<file path="config.mk">
export PLATFORM = sky130hd
export DESIGN_NAME = video_output
export DESIGN_NICKNAME = d
export VERILOG_FILES = /design/src/common/doubler_pkg.sv /design/src/output/video_output.sv
export SDC_FILE = /design/constraint.sdc
export NUM_CORES = 1
export LEC_CHECK = 0
export BUFFER_PORTS_ARGS = -buffer_cell sky130_fd_sc_hd__buf_4
export CAP_MARGIN = 20
export CORE_AREA = 2 2 71 73
export CTS_BUF_LIST = sky130_fd_sc_hd__clkbuf_2
export CTS_CLUSTER_DIAMETER = 150
export CTS_CLUSTER_SIZE = 12
export DETAILED_ROUTE_END_ITERATION = 8
export DIE_AREA = 0 0 73 75
export GPL_TIMING_DRIVEN = 0
export MAX_ROUTING_LAYER = met4
export PLACE_DENSITY = 0.8
export SYNTH_ARGS = -nofsm -noshare
export SYNTH_HDL_FRONTEND = slang
export SYNTH_SLANG_ARGS = --single-unit
</file>
<file path="constraint.sdc">
create_clock -name control_clock -period 2.6 [get_ports control_clock]
set_input_delay 0.13 -clock control_clock [delete_from_list [all_inputs] [get_ports control_clock]]
set_output_delay 0.13 -clock control_clock [all_outputs]
set_load 0.1 [all_outputs]
</file>
<file path="src/common/doubler_pkg.sv">
package doubler_pkg;

    ////////////////////////////////////////
    // widths
    ////////////////////////////////////////

    // console bus carries half a pixel per word
    localparam int DATA_W = 12;
    localparam int COLOR_W = 8;

    // buffer line index and pixel index
    localparam int SLOT_W = 8;
    localparam int X_W = 12;

    ////////////////////////////////////////
    // structs
    ////////////////////////////////////////

    typedef struct packed {
        logic [COLOR_W-1:0] red;
        logic [COLOR_W-1:0] green;
        logic [COLOR_W-1:0] blue;
    } rgb_pixel_t;

    // pixel data travels beside this on its own port
    typedef struct packed {
        logic              wren;
        logic [SLOT_W-1:0] slot;
        logic [X_W-1:0]    x;
    } buffer_write_t;

    typedef struct packed {
        logic              strobe;
        logic [SLOT_W-1:0] slot;
        logic              first_of_frame;
    } line_done_t;

    typedef struct packed {
        logic       hsync;
        logic       vsync;
        logic       de;
        rgb_pixel_t pixel;
    } video_out_t;

    ////////////////////////////////////////
    // enums
    ////////////////////////////////////////

    // which half of a pixel comes next
    typedef enum logic {
        PHASE_HIGH,
        PHASE_LOW
    } capture_phase_e;

    typedef enum logic [2:0] {
        OUT_IDLE,
        OUT_SYNC,
        OUT_PORCH,
        OUT_ACTIVE,
        OUT_TAIL
    } output_state_e;

endpackage

</file>
<file path="src/output/video_output.sv">
`timescale 1ns/100ps

module video_output #(
    parameter int H_ACTIVE        = 640,
    parameter int BUFFER_LINES    = 4,
    parameter int OUT_LINE_CYCLES = 858,
    parameter int OUT_SYNC_CYCLES = 62
) (
    input  logic                           control_clock,
    input  logic                           reset_dc,
    input  doubler_pkg::line_done_t        done,
    input  logic                           line_double,
    input  logic                           scanline_en,
    output logic [doubler_pkg::SLOT_W-1:0] rd_slot,
    output logic [doubler_pkg::X_W-1:0]    rd_x,
    input  doubler_pkg::rgb_pixel_t        rd_pixel,
    output doubler_pkg::video_out_t        video
);
    import doubler_pkg::*;

    localparam int HC_W = $clog2(OUT_LINE_CYCLES);
    localparam int PEND_W = $clog2(BUFFER_LINES + 1);
    localparam int IDX_W = $clog2(BUFFER_LINES);
    localparam int ACT_START = 2 * OUT_SYNC_CYCLES;
    localparam logic [HC_W-1:0] H_LAST = HC_W'(OUT_LINE_CYCLES - 1);
    localparam logic [HC_W-1:0] SYNC_LAST = HC_W'(OUT_SYNC_CYCLES - 1);
    localparam logic [HC_W-1:0] PORCH_LAST = HC_W'(ACT_START - 1);
    localparam logic [HC_W-1:0] ACTIVE_LAST = HC_W'(ACT_START + H_ACTIVE - 1);
    localparam logic [SLOT_W-1:0] SLOT_LAST = SLOT_W'(BUFFER_LINES - 1);

    output_state_e           state;
    output_state_e           state_next;
    logic [HC_W-1:0]         h_cnt;
    logic                    line_start;
    logic [PEND_W-1:0]       pend_cnt;
    logic [BUFFER_LINES-1:0] first_flags;
    logic [SLOT_W-1:0]       slot_q;
    logic [SLOT_W-1:0]       slot_next;
    logic [SLOT_W-1:0]       take_slot;
    logic                    line_active;
    logic                    second_copy;
    logic                    show_first;
    logic                    repeat_line;
    logic                    release_line;
    logic                    take_line;
    logic                    hsync_q;
    logic                    vsync_q;
    logic                    de_q;
    logic                    dim_q;
    rgb_pixel_t              pixel_dim;

    ////////////////////////////////////////
    // line timing
    ////////////////////////////////////////

    assign line_start = h_cnt == H_LAST;

    // first edge after reset opens a line
    always_ff @(posedge control_clock) begin
        if (reset_dc) begin
            h_cnt <= H_LAST;
            state <= OUT_IDLE;
        end else begin
            h_cnt <= line_start ? '0 : h_cnt + 1'b1;
            state <= state_next;
        end
    end

    always_comb begin
        state_next = state;
        case (state)
            OUT_SYNC: begin
                if (h_cnt == SYNC_LAST) begin
                    state_next = OUT_PORCH;
                end
            end
            OUT_PORCH: begin
                if (h_cnt == PORCH_LAST) begin
                    state_next = line_active ? OUT_ACTIVE : OUT_IDLE;
                end
            end
            OUT_ACTIVE: begin
                if (h_cnt == ACTIVE_LAST) begin
                    state_next = OUT_TAIL;
                end
            end
            default: begin
                state_next = state;
            end
        endcase
        if (line_start) begin
            state_next = OUT_SYNC;
        end
    end

    ////////////////////////////////////////
    // pending lines
    ////////////////////////////////////////

    // the line on screen stays counted until released
    assign repeat_line = line_active && line_double && !second_copy;
    assign release_line = line_start && line_active && !repeat_line;
    assign slot_next = (slot_q == SLOT_LAST) ? '0 : slot_q + 1'b1;
    assign take_slot = line_active ? slot_next : slot_q;
    assign take_line = line_start && !repeat_line &&
                       (pend_cnt - PEND_W'(line_active)) != '0;

    always_ff @(posedge control_clock) begin
        if (reset_dc) begin
            pend_cnt    <= '0;
            first_flags <= '0;
            slot_q      <= '0;
            line_active <= 1'b0;
            second_copy <= 1'b0;
            show_first  <= 1'b0;
        end else begin
            if (done.strobe) begin
                first_flags[done.slot[IDX_W-1:0]] <= done.first_of_frame;
            end
            pend_cnt <= pend_cnt + PEND_W'(done.strobe) - PEND_W'(release_line);
            if (release_line) begin
                slot_q <= slot_next;
            end
            if (line_start) begin
                if (repeat_line) begin
                    second_copy <= 1'b1;
                end else begin
                    line_active <= take_line;
                    second_copy <= 1'b0;
                    show_first  <= first_flags[take_slot[IDX_W-1:0]];
                end
            end
        end
    end

    ////////////////////////////////////////
    // reads and video out
    ////////////////////////////////////////

    // address leads de by the ram latency
    assign rd_slot = slot_q;
    assign rd_x = X_W'(h_cnt) - X_W'(ACT_START);

    always_ff @(posedge control_clock) begin
        if (reset_dc) begin
            hsync_q <= 1'b1;
            vsync_q <= 1'b1;
            de_q    <= 1'b0;
            dim_q   <= 1'b0;
        end else begin
            hsync_q <= state != OUT_SYNC;
            // frame start marked on the first copy only
            vsync_q <= !(state == OUT_SYNC && line_active && show_first && !second_copy);
            de_q    <= state == OUT_ACTIVE;
            dim_q   <= second_copy && scanline_en;
        end
    end

    // scanline copy at half intensity
    assign pixel_dim.red   = rd_pixel.red >> 1;
    assign pixel_dim.green = rd_pixel.green >> 1;
    assign pixel_dim.blue  = rd_pixel.blue >> 1;

    assign video = '{
        hsync: hsync_q,
        vsync: vsync_q,
        de:    de_q,
        pixel: de_q ? (dim_q ? pixel_dim : rd_pixel) : '0
    };

endmodule

</file>
==> Implementation_results.wiki, run 1 <==
{| class="wikitable"
! Metric !! Value
|-
| Required time of the critical path || 2.91 ns
|-
| Synth top area share || 0.303
|-
| Dominant combinational cell family by area after synthesis || simple AND/OR/NAND/NOR gates
|-
| Post-synthesis average cell area || 8.44 sq um
|-
| CP Capture Point || pend_cnt[2]
|-
| First-pass GRT wire length || 8630 microns
|-
| Area contributors post-synth || sky130_fd_sc_hd__dfxtp_1 (30%), sky130_fd_sc_hd__mux2i_1 (11%), sky130_fd_sc_hd__nor2b_1 (7.0%)
|-
| Tmin final || 2.42 ns
|-
| Ratio of cells with drive above 1 in the final layout || 0.309
|-
| Arr. time, crit path || 2.73 ns
|-
| Reg power frac || 0.284
|-
| Post-synthesis mux area share || 0.108
|-
| Total gr overflow || 0
|-
| Ordered list of cells on the worst path || ha_4 -> and4_1 -> nand4_4 -> inv_4 -> ha_4 -> inv_2 -> ha_4 -> inv_2 -> fa_2 -> xor2_1 -> xnor2_1 -> nor2_1
|-
| Type of element capturing the critical path || flip-flop
|-
| Post-synthesis xor/xnor area fraction || 0.0795
|-
| Internal power of the cells || around 1200 uW
|-
| Count of different cell masters after synthesis || 42
|-
| Clock latency at the later pin of the worst-skew pair || 0.40 ns
|-
| Total of warnings raised by yosys || 0
|-
| Vias || 2233
|-
| Initial standard-cell utilization of the core || 0.496
|-
| CP dominant cell by count || sky130_fd_sc_hd__ha_4
|-
| Final Slew Violations || 0
|-
| Crit path kind || flip-flop to flip-flop
|-
| IR Drop Worst-Case VDD || 1.17 mV
|-
| Critical Path Start || h_cnt[3]
|-
| Antenna diodes || 0
|-
| Sum of net half-perimeters after detailed placement || 4320 microns
|-
| Count of max-cap constraint violations || 0
|-
| Slew HR || 0.666
|-
| Number of nets produced by synthesis || 321
|-
| Level count of the clock H-tree || 2
|-
| Power density over the cells || between 800 and 900 mW/mm^2
|-
| HP Class || primary input to flip-flop
|-
| Number of buffers created by CTS || 5
|-
| Buffers on Ports || 78
|-
| End-of-flow core utilization || 0.661
|-
| Root buffer cell || sky130_fd_sc_hd__clkbuf_2
|-
| Flop and latch count out of synthesis || 35
|-
| Total wire length || 5540 microns
|-
| Global-route usage over all layers || 0.205
|-
| Setup TNS || 0 ns
|-
| Setup clock skew after layout || about 0.028 ns
|-
| Final clock period utilization by the worst path || 0.932
|-
| Placed Cells incl. Taps || 406
|-
| Simple-Gate Fraction of Synth Area || 0.293
|-
| DRC violations left || 0
|-
| TritonCTS clock tree || yes
|-
| Leading cell type by number of instances after synthesis || sky130_fd_sc_hd__dfxtp_1
|-
| Cell Area, Placed || roughly 0.0030 sq mm
|-
| Number of sinks driven by the clock tree || 35
|-
| Core area || 0.00466 sq mm
|-
| Synth Flop Type || sky130_fd_sc_hd__dfxtp_1
|-
| Post-Layout Cell Count || 416
|-
| Clock transition at the registers of the reported paths || 0.19 ns
|-
| Final instance area || 0.00308 sq mm
|-
| Critical register-to-register path startpoint || h_cnt[3]
|-
| Mapped Area || 0.00231 sq mm
|-
| Number of global-route vias before repair || 1935
|-
| Actual transition at the worst max-transition pin || 0.498 ns
|-
| Number of rows created at floorplan || 25
|-
| Comb power frac || 0.618
|-
| Compound-cell area share of the yosys netlist || 0.0898
|-
| Initial DRT Pass Iterations || 4
|-
| CP max stage delay || 0.50 ns
|-
| Peak clock frequency supported by timing || 413 MHz
|-
| Proportion of synthesized flip-flops having asynchronous set or reset || 0
|-
| Clock Path Buffers || 2
|-
| Flop-to-flop setup slack || between 0.15 and 0.2 ns
|-
| Number of cells on the worst reg-to-reg path || 12
|-
| Switching part of the total power || 0.548
|-
| Final routed wire length divided by cell count || around 13 microns
|-
| Final setup slack of the worst path || ~0.18 ns
|-
| Crit start category || flip-flop
|-
| Post-DR vias/cell || 5.37
|-
| Initial DRC count || 86
|-
| Worst setup slack after placement || 0.0909 ns
|-
| Number of top-level design ports || 85
|-
| RSZ-0062 raised after global routing || no
|-
| Final antenna-violating net count || 0
|-
| Leakage dissipation || 0.00125 uW
|-
| Maximum net fanout on the critical path || 8
|-
| Critical path's slowest cell || sky130_fd_sc_hd__dfxtp_1
|-
| Count of flip-flops with a built-in enable after synthesis || 0
|-
| Count of final hold-check violations || 0
|-
| Reg-to-reg critical path endpoint || pend_cnt[2]
|-
| Cell count after synthesis || 274
|-
| Die Y-Extent || 75 microns
|-
| Sequential area share after synthesis || 0.303
|-
| Die extent in x || 73 microns
|-
| Final Setup Violations || 0
|-
| Switching power total || approximately 1400 uW
|-
| Area growth from synthesis to layout || 33.3%
|-
| Commonest cells in the netlist || sky130_fd_sc_hd__dfxtp_1 (35), sky130_fd_sc_hd__nor2b_1 (26), sky130_fd_sc_hd__mux2i_1 (25), sky130_fd_sc_hd__nor2_1 (24), sky130_fd_sc_hd__nand2_1 (18)
|-
| Most area-hungry cell type in the Yosys netlist || sky130_fd_sc_hd__dfxtp_1
|-
| Status || finished clean
|-
| Area of the die || 0.00548 sq mm
|-
| Adder-cell area share of the yosys netlist || 0.0519
|-
| Final GP Congestion || 0.842
|-
| Clock group share of total power || 0.098
|-
| Largest net degree at the start of global routing || 12
|-
| Final-stage net count || roughly 400
|-
| Number of antenna violations at the first check in global routing || 0
|}
-- cell usage in the layout (no fill, tap or decap), drive strengths merged, types with 2 or more instances in the layout --
master and count:
nand2b 4, and2 4, nand4 7, a211oi 2, dlygate4sd3 2, clkinvlp 2
xnor2 12, nor4 5, nor2b 26, a31oi 2, nor3 12, a21oi 8
o21ai 3, xor2 9, nand3 6, nor4b 3, clkbuf 14, nor2 24
nand2 18, o21bai 6, ha 8, dfxtp 35, nand4b 2, nand3b 2
nor3b 4, mux2i 25, buf 92, inv 10, a21boi 2
-- stage by stage --
stage / hold slack (ns) / power, uW
final: 0.0156 / 2600
after global routing: 0.0421 / 2740
after CTS: 0.00616 / 2610
after detailed placement: 0.383 / 2350
after global placement: 0.379 / 2320
after floorplan: 0.251 / 2010
-- state kept, by name, summed over array words and instances, names as in the netlist --
register     count
second_copy      1
hsync_q          1
dim_q            1
state            3
first_flags      4
vsync_q          1
h_cnt           10
rd_slot          8
pend_cnt         3
line_active      1
de_q             1
show_first       1
-- final cells by class --
class,count,area (sq um)
Tap cell,54,67.6
Clock buffer,6,30.0
Multi-Input combinational cell,206,1480
Timing Repair Buffer,80,606
Fill cell,406,1580
Buffer,22,130
Clock inverter,2,12.5
Inverter,11,47.5
Sequential cell,35,706
-- layer usage --
metal	vias up	global-route usage	share of wire
met5	-	-	0
met4	0	0.0679	0.013
met3	9	0.0589	0.079
met2	88	0.341	0.48
met1	1019	0.238	0.42
li1	1117	-	-
-- critical path, delay by kind of cell (launching register included) --
kind          cells  cell delay (ns)
xor+xnor          2             0.30
fa+ha+maj         4             0.86
buf+inv           3             0.22
flops             1             0.50
simple gates      3             0.44
-- repair_timing --
action / CTS / global route
setup endpoints to repair: 0 / 1
resized for setup: 0 / 1
endpoints found under the hold margin: 5 / 0
buffers inserted: 0 / 0
hold buffers: 2 / 0
-- how the worst min path moves through the flow --
| stage | endpoint | depth (start not counted) | startpoint | slack [ns] |
|---|---|---|---|---|
| 2_1_floorplan | dim_q | 2 | scanline_en | 0.25 |
| 3_3_place_gp | vsync_q | 1 | show_first | 0.38 |
| 3_5_place_dp | vsync_q | 1 | show_first | 0.38 |
| 4_1_cts | de_q | 3 | reset_dc | 0.006 |
| 5_1_grt | de_q | 3 | reset_dc | 0.04 |
| 6_report | de_q | 3 | reset_dc | 0.02 |
-- kinds of logic after synthesis --
group / after synthesis
muxes: 25
buffers and inverters: 33
xor gates and xnor gates: 21
and+or+nand+nor: 121
AOI/OAI and AO/OA: 30
DFF: 35
adders and majority gates: 9
-- power groups by stage --
| stage | logic (uW) | registers, uW | clock network (uW) |
|---|---|---|---|
| after floorplan | 1270 | 736 | 0 |
| after global placement | 1570 | 744 | 0 |
| after detailed placement | 1600 | 749 | 0 |
| after CTS | 1610 | 736 | 262 |
| after global routing | 1710 | 751 | 278 |
| final | 1610 | 737 | 254 |
(Power assumes the default switching activity.)
==> run 2: changes to the inputs <==
Settings changed: CAP_MARGIN 20 to default, PLACE_DENSITY 0.8 to 0.82.
==> Implementation_results.wiki, run 2 (synthesis results as in run 1) <==
{| class="wikitable"
! Metric !! Value
|-
| Count of max-cap constraint violations || 0 (unchanged)
|-
| Number of cells on the worst reg-to-reg path || 13 (+1)
|-
| Vias || 2220 (-0.58%)
|-
| Final setup slack of the worst path || 0.220 ns (+0.0425 ns)
|-
| Final clock period utilization by the worst path || 0.915 (-0.0164)
|-
| Tmin final || 2.38 ns (-0.0425 ns)
|-
| Setup clock skew after layout || 0.0237 ns (-0.00392 ns)
|-
| IR Drop Worst-Case VDD || 1.25 mV (+6.6%)
|-
| Final Slew Violations || 0 (unchanged)
|-
| Antenna diodes || 0 (unchanged)
|-
| Clock latency at the later pin of the worst-skew pair || 0.40 ns (about the same)
|-
| Area growth from synthesis to layout || 34.0%
|-
| TritonCTS clock tree || yes
|-
| DRC violations left || 0 (unchanged)
|-
| Required time of the critical path || 2.89 ns (-0.02 ns)
|-
| Largest net degree at the start of global routing || 12 (unchanged)
|-
| Final GP Congestion || 0.867 (+3.0%)
|-
| Power density over the cells || 836 mW/mm^2 (-0.72%)
|-
| Sum of net half-perimeters after detailed placement || 4110 microns (-4.9%)
|-
| Initial DRT Pass Iterations || 4 (unchanged)
|-
| Number of buffers created by CTS || 5 (unchanged)
|-
| Buffers on Ports || 78 (unchanged)
|-
| Total wire length || 5330 microns (-3.8%)
|-
| Number of antenna violations at the first check in global routing || 0 (unchanged)
|-
| Number of rows created at floorplan || 25 (unchanged)
|-
| Number of cells traversed by the worst hold path || 3 (unchanged)
|-
| Flip-flop and latch area || 711 sq um (+0.71%)
|-
| Type of element capturing the critical path || flip-flop
|-
| Ratio of cells with drive above 1 in the final layout || 0.317 (+0.00741)
|-
| Final-stage net count || 410 (+0.49%)
|-
| Global-route usage over all layers || 0.201 (-0.00441)
|-
| Die extent in x || 73 microns (unchanged)
|-
| Final Setup Violations || 0 (unchanged)
|-
| Crit path kind || flip-flop to flip-flop
|-
| First-pass GRT wire length || 8380 microns (-2.8%)
|-
| Area of the die || 0.00548 sq mm (unchanged)
|-
| Flip-flop count of the largest register, all copies and words added || 10 (unchanged)
|-
| Die Y-Extent || 75 microns (unchanged)
|-
| Count of final hold-check violations || 0 (unchanged)
|-
| Number of top-level design ports || 85 (unchanged)
|-
| Worst setup slack after placement || 0.0832 ns (-0.00764 ns)
|-
| HP Class || primary input to flip-flop
|-
| Level count of the clock H-tree || 2 (unchanged)
|-
| Setup TNS || 0 ns (unchanged)
|-
| Final routed wire length divided by cell count || 12.8 microns (-4.0%)
|-
| Fillers || 398 (-2.0%)
|-
| Number of sinks driven by the clock tree || 35 (unchanged)
|-
| Commonest non-fill, non-tap cell in the layout || sky130_fd_sc_hd__buf_4
|-
| Initial standard-cell utilization of the core || 0.496 (unchanged)
|-
| Sum of internal, switching and leakage power || 2590 uW (-0.23%)
|-
| Core area || 0.00466 sq mm (unchanged)
|-
| Cell Area, Placed || 0.00302 sq mm (unchanged)
|-
| Most frequent cells in the layout || sky130_fd_sc_hd__buf_4 (87), sky130_fd_sc_hd__dfxtp_1 (31), sky130_fd_sc_hd__nor2b_1 (26)
|-
| Area of the multi-input gates || 0.00148 sq mm (unchanged)
|-
| RSZ-0062 raised after global routing || no
|-
| Peak clock frequency supported by timing || 420 MHz (+1.8%)
|-
| End-of-flow core utilization || 0.665 (+0.00322)
|-
| Status || finished clean
|-
| Arr. time, crit path || 2.67 ns (-0.06 ns)
|-
| Maximum net fanout on the critical path || 6 (-2)
|-
| Leakage dissipation || 0.00125 uW (+0.38%)
|-
| Root buffer cell || sky130_fd_sc_hd__clkbuf_2
|-
| Post-DR vias/cell || 5.32 (-0.82%)
|-
| Final antenna-violating net count || 0 (unchanged)
|-
| Total gr overflow || 0 (unchanged)
|-
| Clock transition at the registers of the reported paths || 0.17 ns (-0.02 ns)
|-
| Slew HR || 0.671 (+0.00411)
|-
| Number of global-route vias before repair || 1989 (+2.8%)
|-
| Most flops, register || h_cnt
|-
| Initial DRC count || 50 (-42%)
|-
| Final instance area || 0.00310 sq mm (+0.49%)
|-
| Crit start category || flip-flop
|-
| Actual transition at the worst max-transition pin || 0.494 ns (-0.00432 ns)
|-
| Clock Path Buffers || 2 (unchanged)
|}
## run 2: worst max-delay path, stage by stage, from the launching register on
cell and delay, ns:
sky130_fd_sc_hd__dfxtp_2 0.38, sky130_fd_sc_hd__inv_1 0.06, sky130_fd_sc_hd__ha_1 0.20, sky130_fd_sc_hd__and4_1 0.26, sky130_fd_sc_hd__nand4_4 0.12, sky130_fd_sc_hd__inv_4 0.12
sky130_fd_sc_hd__ha_4 0.20, sky130_fd_sc_hd__inv_2 0.06, sky130_fd_sc_hd__ha_4 0.12, sky130_fd_sc_hd__inv_2 0.03, sky130_fd_sc_hd__fa_2 0.34, sky130_fd_sc_hd__xor2_1 0.16
sky130_fd_sc_hd__xnor2_1 0.17, sky130_fd_sc_hd__nor2_1 0.06
## run 2: metrics by stage
stage / hold WS (ns) / instances
after global placement: 0.379 / 406
after global routing: 0.000553 / 417
after CTS: 0.00546 / 415
after floorplan: 0.251 / 274
after detailed placement: 0.378 / 406
final: 0.00599 / 417
## run 2: layer usage
layer,share of wire,global-route usage,vias up
met3,0.075,0.0549,10
met1,0.43,0.228,1019
met4,0.016,0.0782,0
met2,0.48,0.336,70
met5,0,-,-
li1,-,-,1121
## run 2: repair_timing
item	4_1_cts	5_1_grt
hold buffers	2	0
setup buffers	0	2
gates resized for setup	0	4
hold endpoints to repair	4	0
setup endpoints to repair	0	1
## run 2: worst paths after layout
check             startpoint          end  slack (ns)
setup / recovery    h_cnt[1]  pend_cnt[2]        0.22
hold / removal      reset_dc         de_q       0.006
setup reg to reg    h_cnt[1]  pend_cnt[2]        0.22
hold reg to reg   show_first      vsync_q        0.43
## run 2: where the power goes
part	total (uW)	internal, uW	switching, uW
registers	740	643	97.7
logic	1600	469	1130
clock network	248	65.1	183
## run 2: area by class of cell
cell class                 count  area share
tap                           54      0.0218
clock buffer                   6     0.00969
sequential                    35       0.229
clock inverter                 1     0.00242
timing repair buffer          82       0.200
multi-input combinational    206       0.479
buffer                        22      0.0420
inverter                      11      0.0153
==> run 3: changes to the inputs <==
Settings changed: MAX_ROUTING_LAYER met4 to default, SKIP_LAST_GASP from default to 1.
==> Implementation_results.wiki, run 3 (synthesis results as in run 1) <==
{| class="wikitable"
! Metric !! Value
|-
| Status || finished clean
|-
| Count of max-cap constraint violations || 0 (unchanged)
|-
| Number of top-level design ports || 85 (unchanged)
|-
| Final-stage net count || 410 (unchanged)
|-
| Critical register-to-register path startpoint || h_cnt[1]
|-
| Power density over the cells || 836 mW/mm^2 (about the same)
|-
| Actual transition at the worst max-transition pin || 0.505 ns (+0.0108 ns)
|-
| Final Setup Violations || 0 (unchanged)
|-
| HP Class || primary input to flip-flop
|-
| Core area || 0.00466 sq mm (unchanged)
|-
| Flip-flop count of the largest register, all copies and words added || 10 (unchanged)
|-
| Level count of the clock H-tree || 2 (unchanged)
|-
| Cell Area, Placed || 0.00302 sq mm (unchanged)
|-
| Tmin final || 2.38 ns (+0.00111 ns)
|-
| Global-route usage over all layers || 0.195 (-0.00610)
|-
| Count of final hold-check violations || 0 (unchanged)
|-
| Total wire length || 5320 microns (-0.32%)
|-
| Final clock period utilization by the worst path || 0.916 (about the same)
|-
| Final GP Congestion || 0.854 (-1.6%)
|-
| Root buffer cell || sky130_fd_sc_hd__clkbuf_2
|-
| Total gr overflow || 0 (unchanged)
|-
| Number of buffers created by CTS || 5 (unchanged)
|-
| Area growth from synthesis to layout || 34.0% (unchanged)
|-
| Critical Path Start || h_cnt[1]
|-
| Clock transition at the registers of the reported paths || 0.17 ns (about the same)
|-
| Required time of the critical path || 2.89 ns (about the same)
|-
| Sum of internal, switching and leakage power || 2590 uW (about the same)
|-
| Largest net degree at the start of global routing || 12 (unchanged)
|-
| RSZ-0062 raised after global routing || no
|-
| Clock latency at the later pin of the worst-skew pair || 0.40 ns (about the same)
|-
| Ratio of cells with drive above 1 in the final layout || 0.317 (unchanged)
|-
| Initial DRT Pass Iterations || 4 (unchanged)
|-
| Post-DR vias/cell || 5.32 (about the same)
|-
| Sum of net half-perimeters after detailed placement || 4110 microns (unchanged)
|-
| Crit start category || flip-flop
|-
| Die Y-Extent || 75 microns (unchanged)
|-
| IR Drop Worst-Case VDD || 1.25 mV (about the same)
|-
| Placed Cells incl. Taps || 406 (unchanged)
|-
| Critical path's slowest cell || sky130_fd_sc_hd__dfxtp_2
|-
| Most flops, register || h_cnt
|-
| Buffers on Ports || 78 (unchanged)
|-
| Arr. time, crit path || 2.67 ns (about the same)
|-
| Number of antenna violations at the first check in global routing || 0 (unchanged)
|-
| Crit path kind || flip-flop to flip-flop
|-
| Maximum net fanout on the critical path || 6 (unchanged)
|-
| First-pass GRT wire length || 8380 microns (unchanged)
|-
| Type of element capturing the critical path || flip-flop
|-
| Number of sinks driven by the clock tree || 35 (unchanged)
|-
| Slew HR || 0.663 (-0.00717)
|-
| Clock Path Buffers || 2 (unchanged)
|-
| CP max stage delay || 0.38 ns (about the same)
|-
| Number of global-route vias before repair || 1984 (-0.25%)
|-
| Final routed wire length divided by cell count || 12.8 microns (-0.32%)
|-
| Initial DRC count || 49 (-2.0%)
|-
| Vias || 2218 (-0.090%)
|-
| Most frequent cells in the layout || sky130_fd_sc_hd__buf_4 (87), sky130_fd_sc_hd__dfxtp_1 (31), sky130_fd_sc_hd__nor2b_1 (26)
|-
| TritonCTS clock tree || yes
|-
| Setup clock skew after layout || 0.0242 ns (+0.000442 ns)
|-
| Initial standard-cell utilization of the core || 0.496 (unchanged)
|-
| Commonest non-fill, non-tap cell in the layout || sky130_fd_sc_hd__buf_4
|-
| Final Slew Violations || 0 (unchanged)
|-
| Number of rows created at floorplan || 25 (unchanged)
|-
| Leakage dissipation || 0.00125 uW (unchanged)
|-
| Peak clock frequency supported by timing || 420 MHz (about the same)
|-
| Antenna diodes || 0 (unchanged)
|-
| Area of the die || 0.00548 sq mm (unchanged)
|-
| Die extent in x || 73 microns (unchanged)
|-
| End-of-flow core utilization || 0.665 (unchanged)
|-
| Origin of the worst min-delay path || reset_dc
|-
| Tightest hold margin || 0.00945 ns (+0.00346 ns)
|-
| DRC violations left || 0 (unchanged)
|-
| Final antenna-violating net count || 0 (unchanged)
|-
| Post-Layout Cell Count || 417 (unchanged)
|-
| Ordered list of cells on the worst path || inv_1 -> ha_1 -> and4_1 -> nand4_4 -> inv_4 -> ha_4 -> inv_2 -> ha_4 -> inv_2 -> fa_2 -> xor2_1 -> xnor2_1 -> nor2_1
|-
| Final instance area || 0.00310 sq mm (unchanged)
|}
[run 3: cell counts in the layout (fill, tap and decap cells not counted)]
Identical to the previous run, type by type.
[run 3: timing repair]
item / in CTS / in global routing
gates resized for setup: 0 / 4
buffers inserted: 0 / 2
hold endpoints to repair: 4 / 0
hold buffers: 2 / 0
endpoints found under the setup margin: 0 / 1
[run 3: path summary, 6_finish.rpt]
kind | to | slack, ns | depth (start not counted)
hold / removal | de_q | 0.009 | 3
hold reg to reg | vsync_q | 0.43 | 1
setup / recovery | pend_cnt[2] | 0.22 | 13
setup reg to reg | pend_cnt[2] | 0.22 | 13
[run 3: final cells by class]
| class | instances | area (sq um) |
|---|---|---|
| buffer | 22 | 130 |
| clock buffer | 6 | 30.0 |
| clock inverter | 1 | 7.51 |
| fill | 398 | 1560 |
| inverter | 11 | 47.5 |
| multi-input combinational | 206 | 1480 |
| sequential | 35 | 711 |
| tap | 54 | 67.6 |
| timing repair buffer | 82 | 621 |
[run 3: critical path: cells and delay by family, from the launching register on]
| kind | cells | cell delay, ns |
|---|---|---|
| AND/OR/NAND/NOR | 3 | 0.44 |
| buffers and inverters | 4 | 0.27 |
| XOR/XNOR | 2 | 0.33 |
| adder cells (fa/ha/maj) | 4 | 0.86 |
| flip-flops | 1 | 0.38 |
[run 3: per-stage QoR]
| stage | setup slack [ns] | TNS, ns |
|---|---|---|
| 6_report | 0.219 | 0 |
| 5_1_grt | 0.0707 | 0 |
| 4_1_cts | 0.0413 | 0 |
| 3_5_place_dp | 0.0832 | 0 |
| 3_3_place_gp | 0.130 | 0 |
| 2_1_floorplan | -0.147 | -0.159 |
[run 3: where the power goes]
part / leakage (uW) / total, uW / switching (uW) / internal [uW]
logic: 0.000940 / 1600 / 1130 / 470
clock network: 0.0000251 / 247 / 182 / 65.1
registers: 0.000286 / 741 / 98.1 / 643
[run 3: metal layers]
layer	vias up	GRT usage	share of wire
li1	1119	-	-
met5	-	0	0
met3	8	0.0549	0.082
met2	79	0.336	0.48
met1	1012	0.228	0.42
met4	0	0.0782	0.016
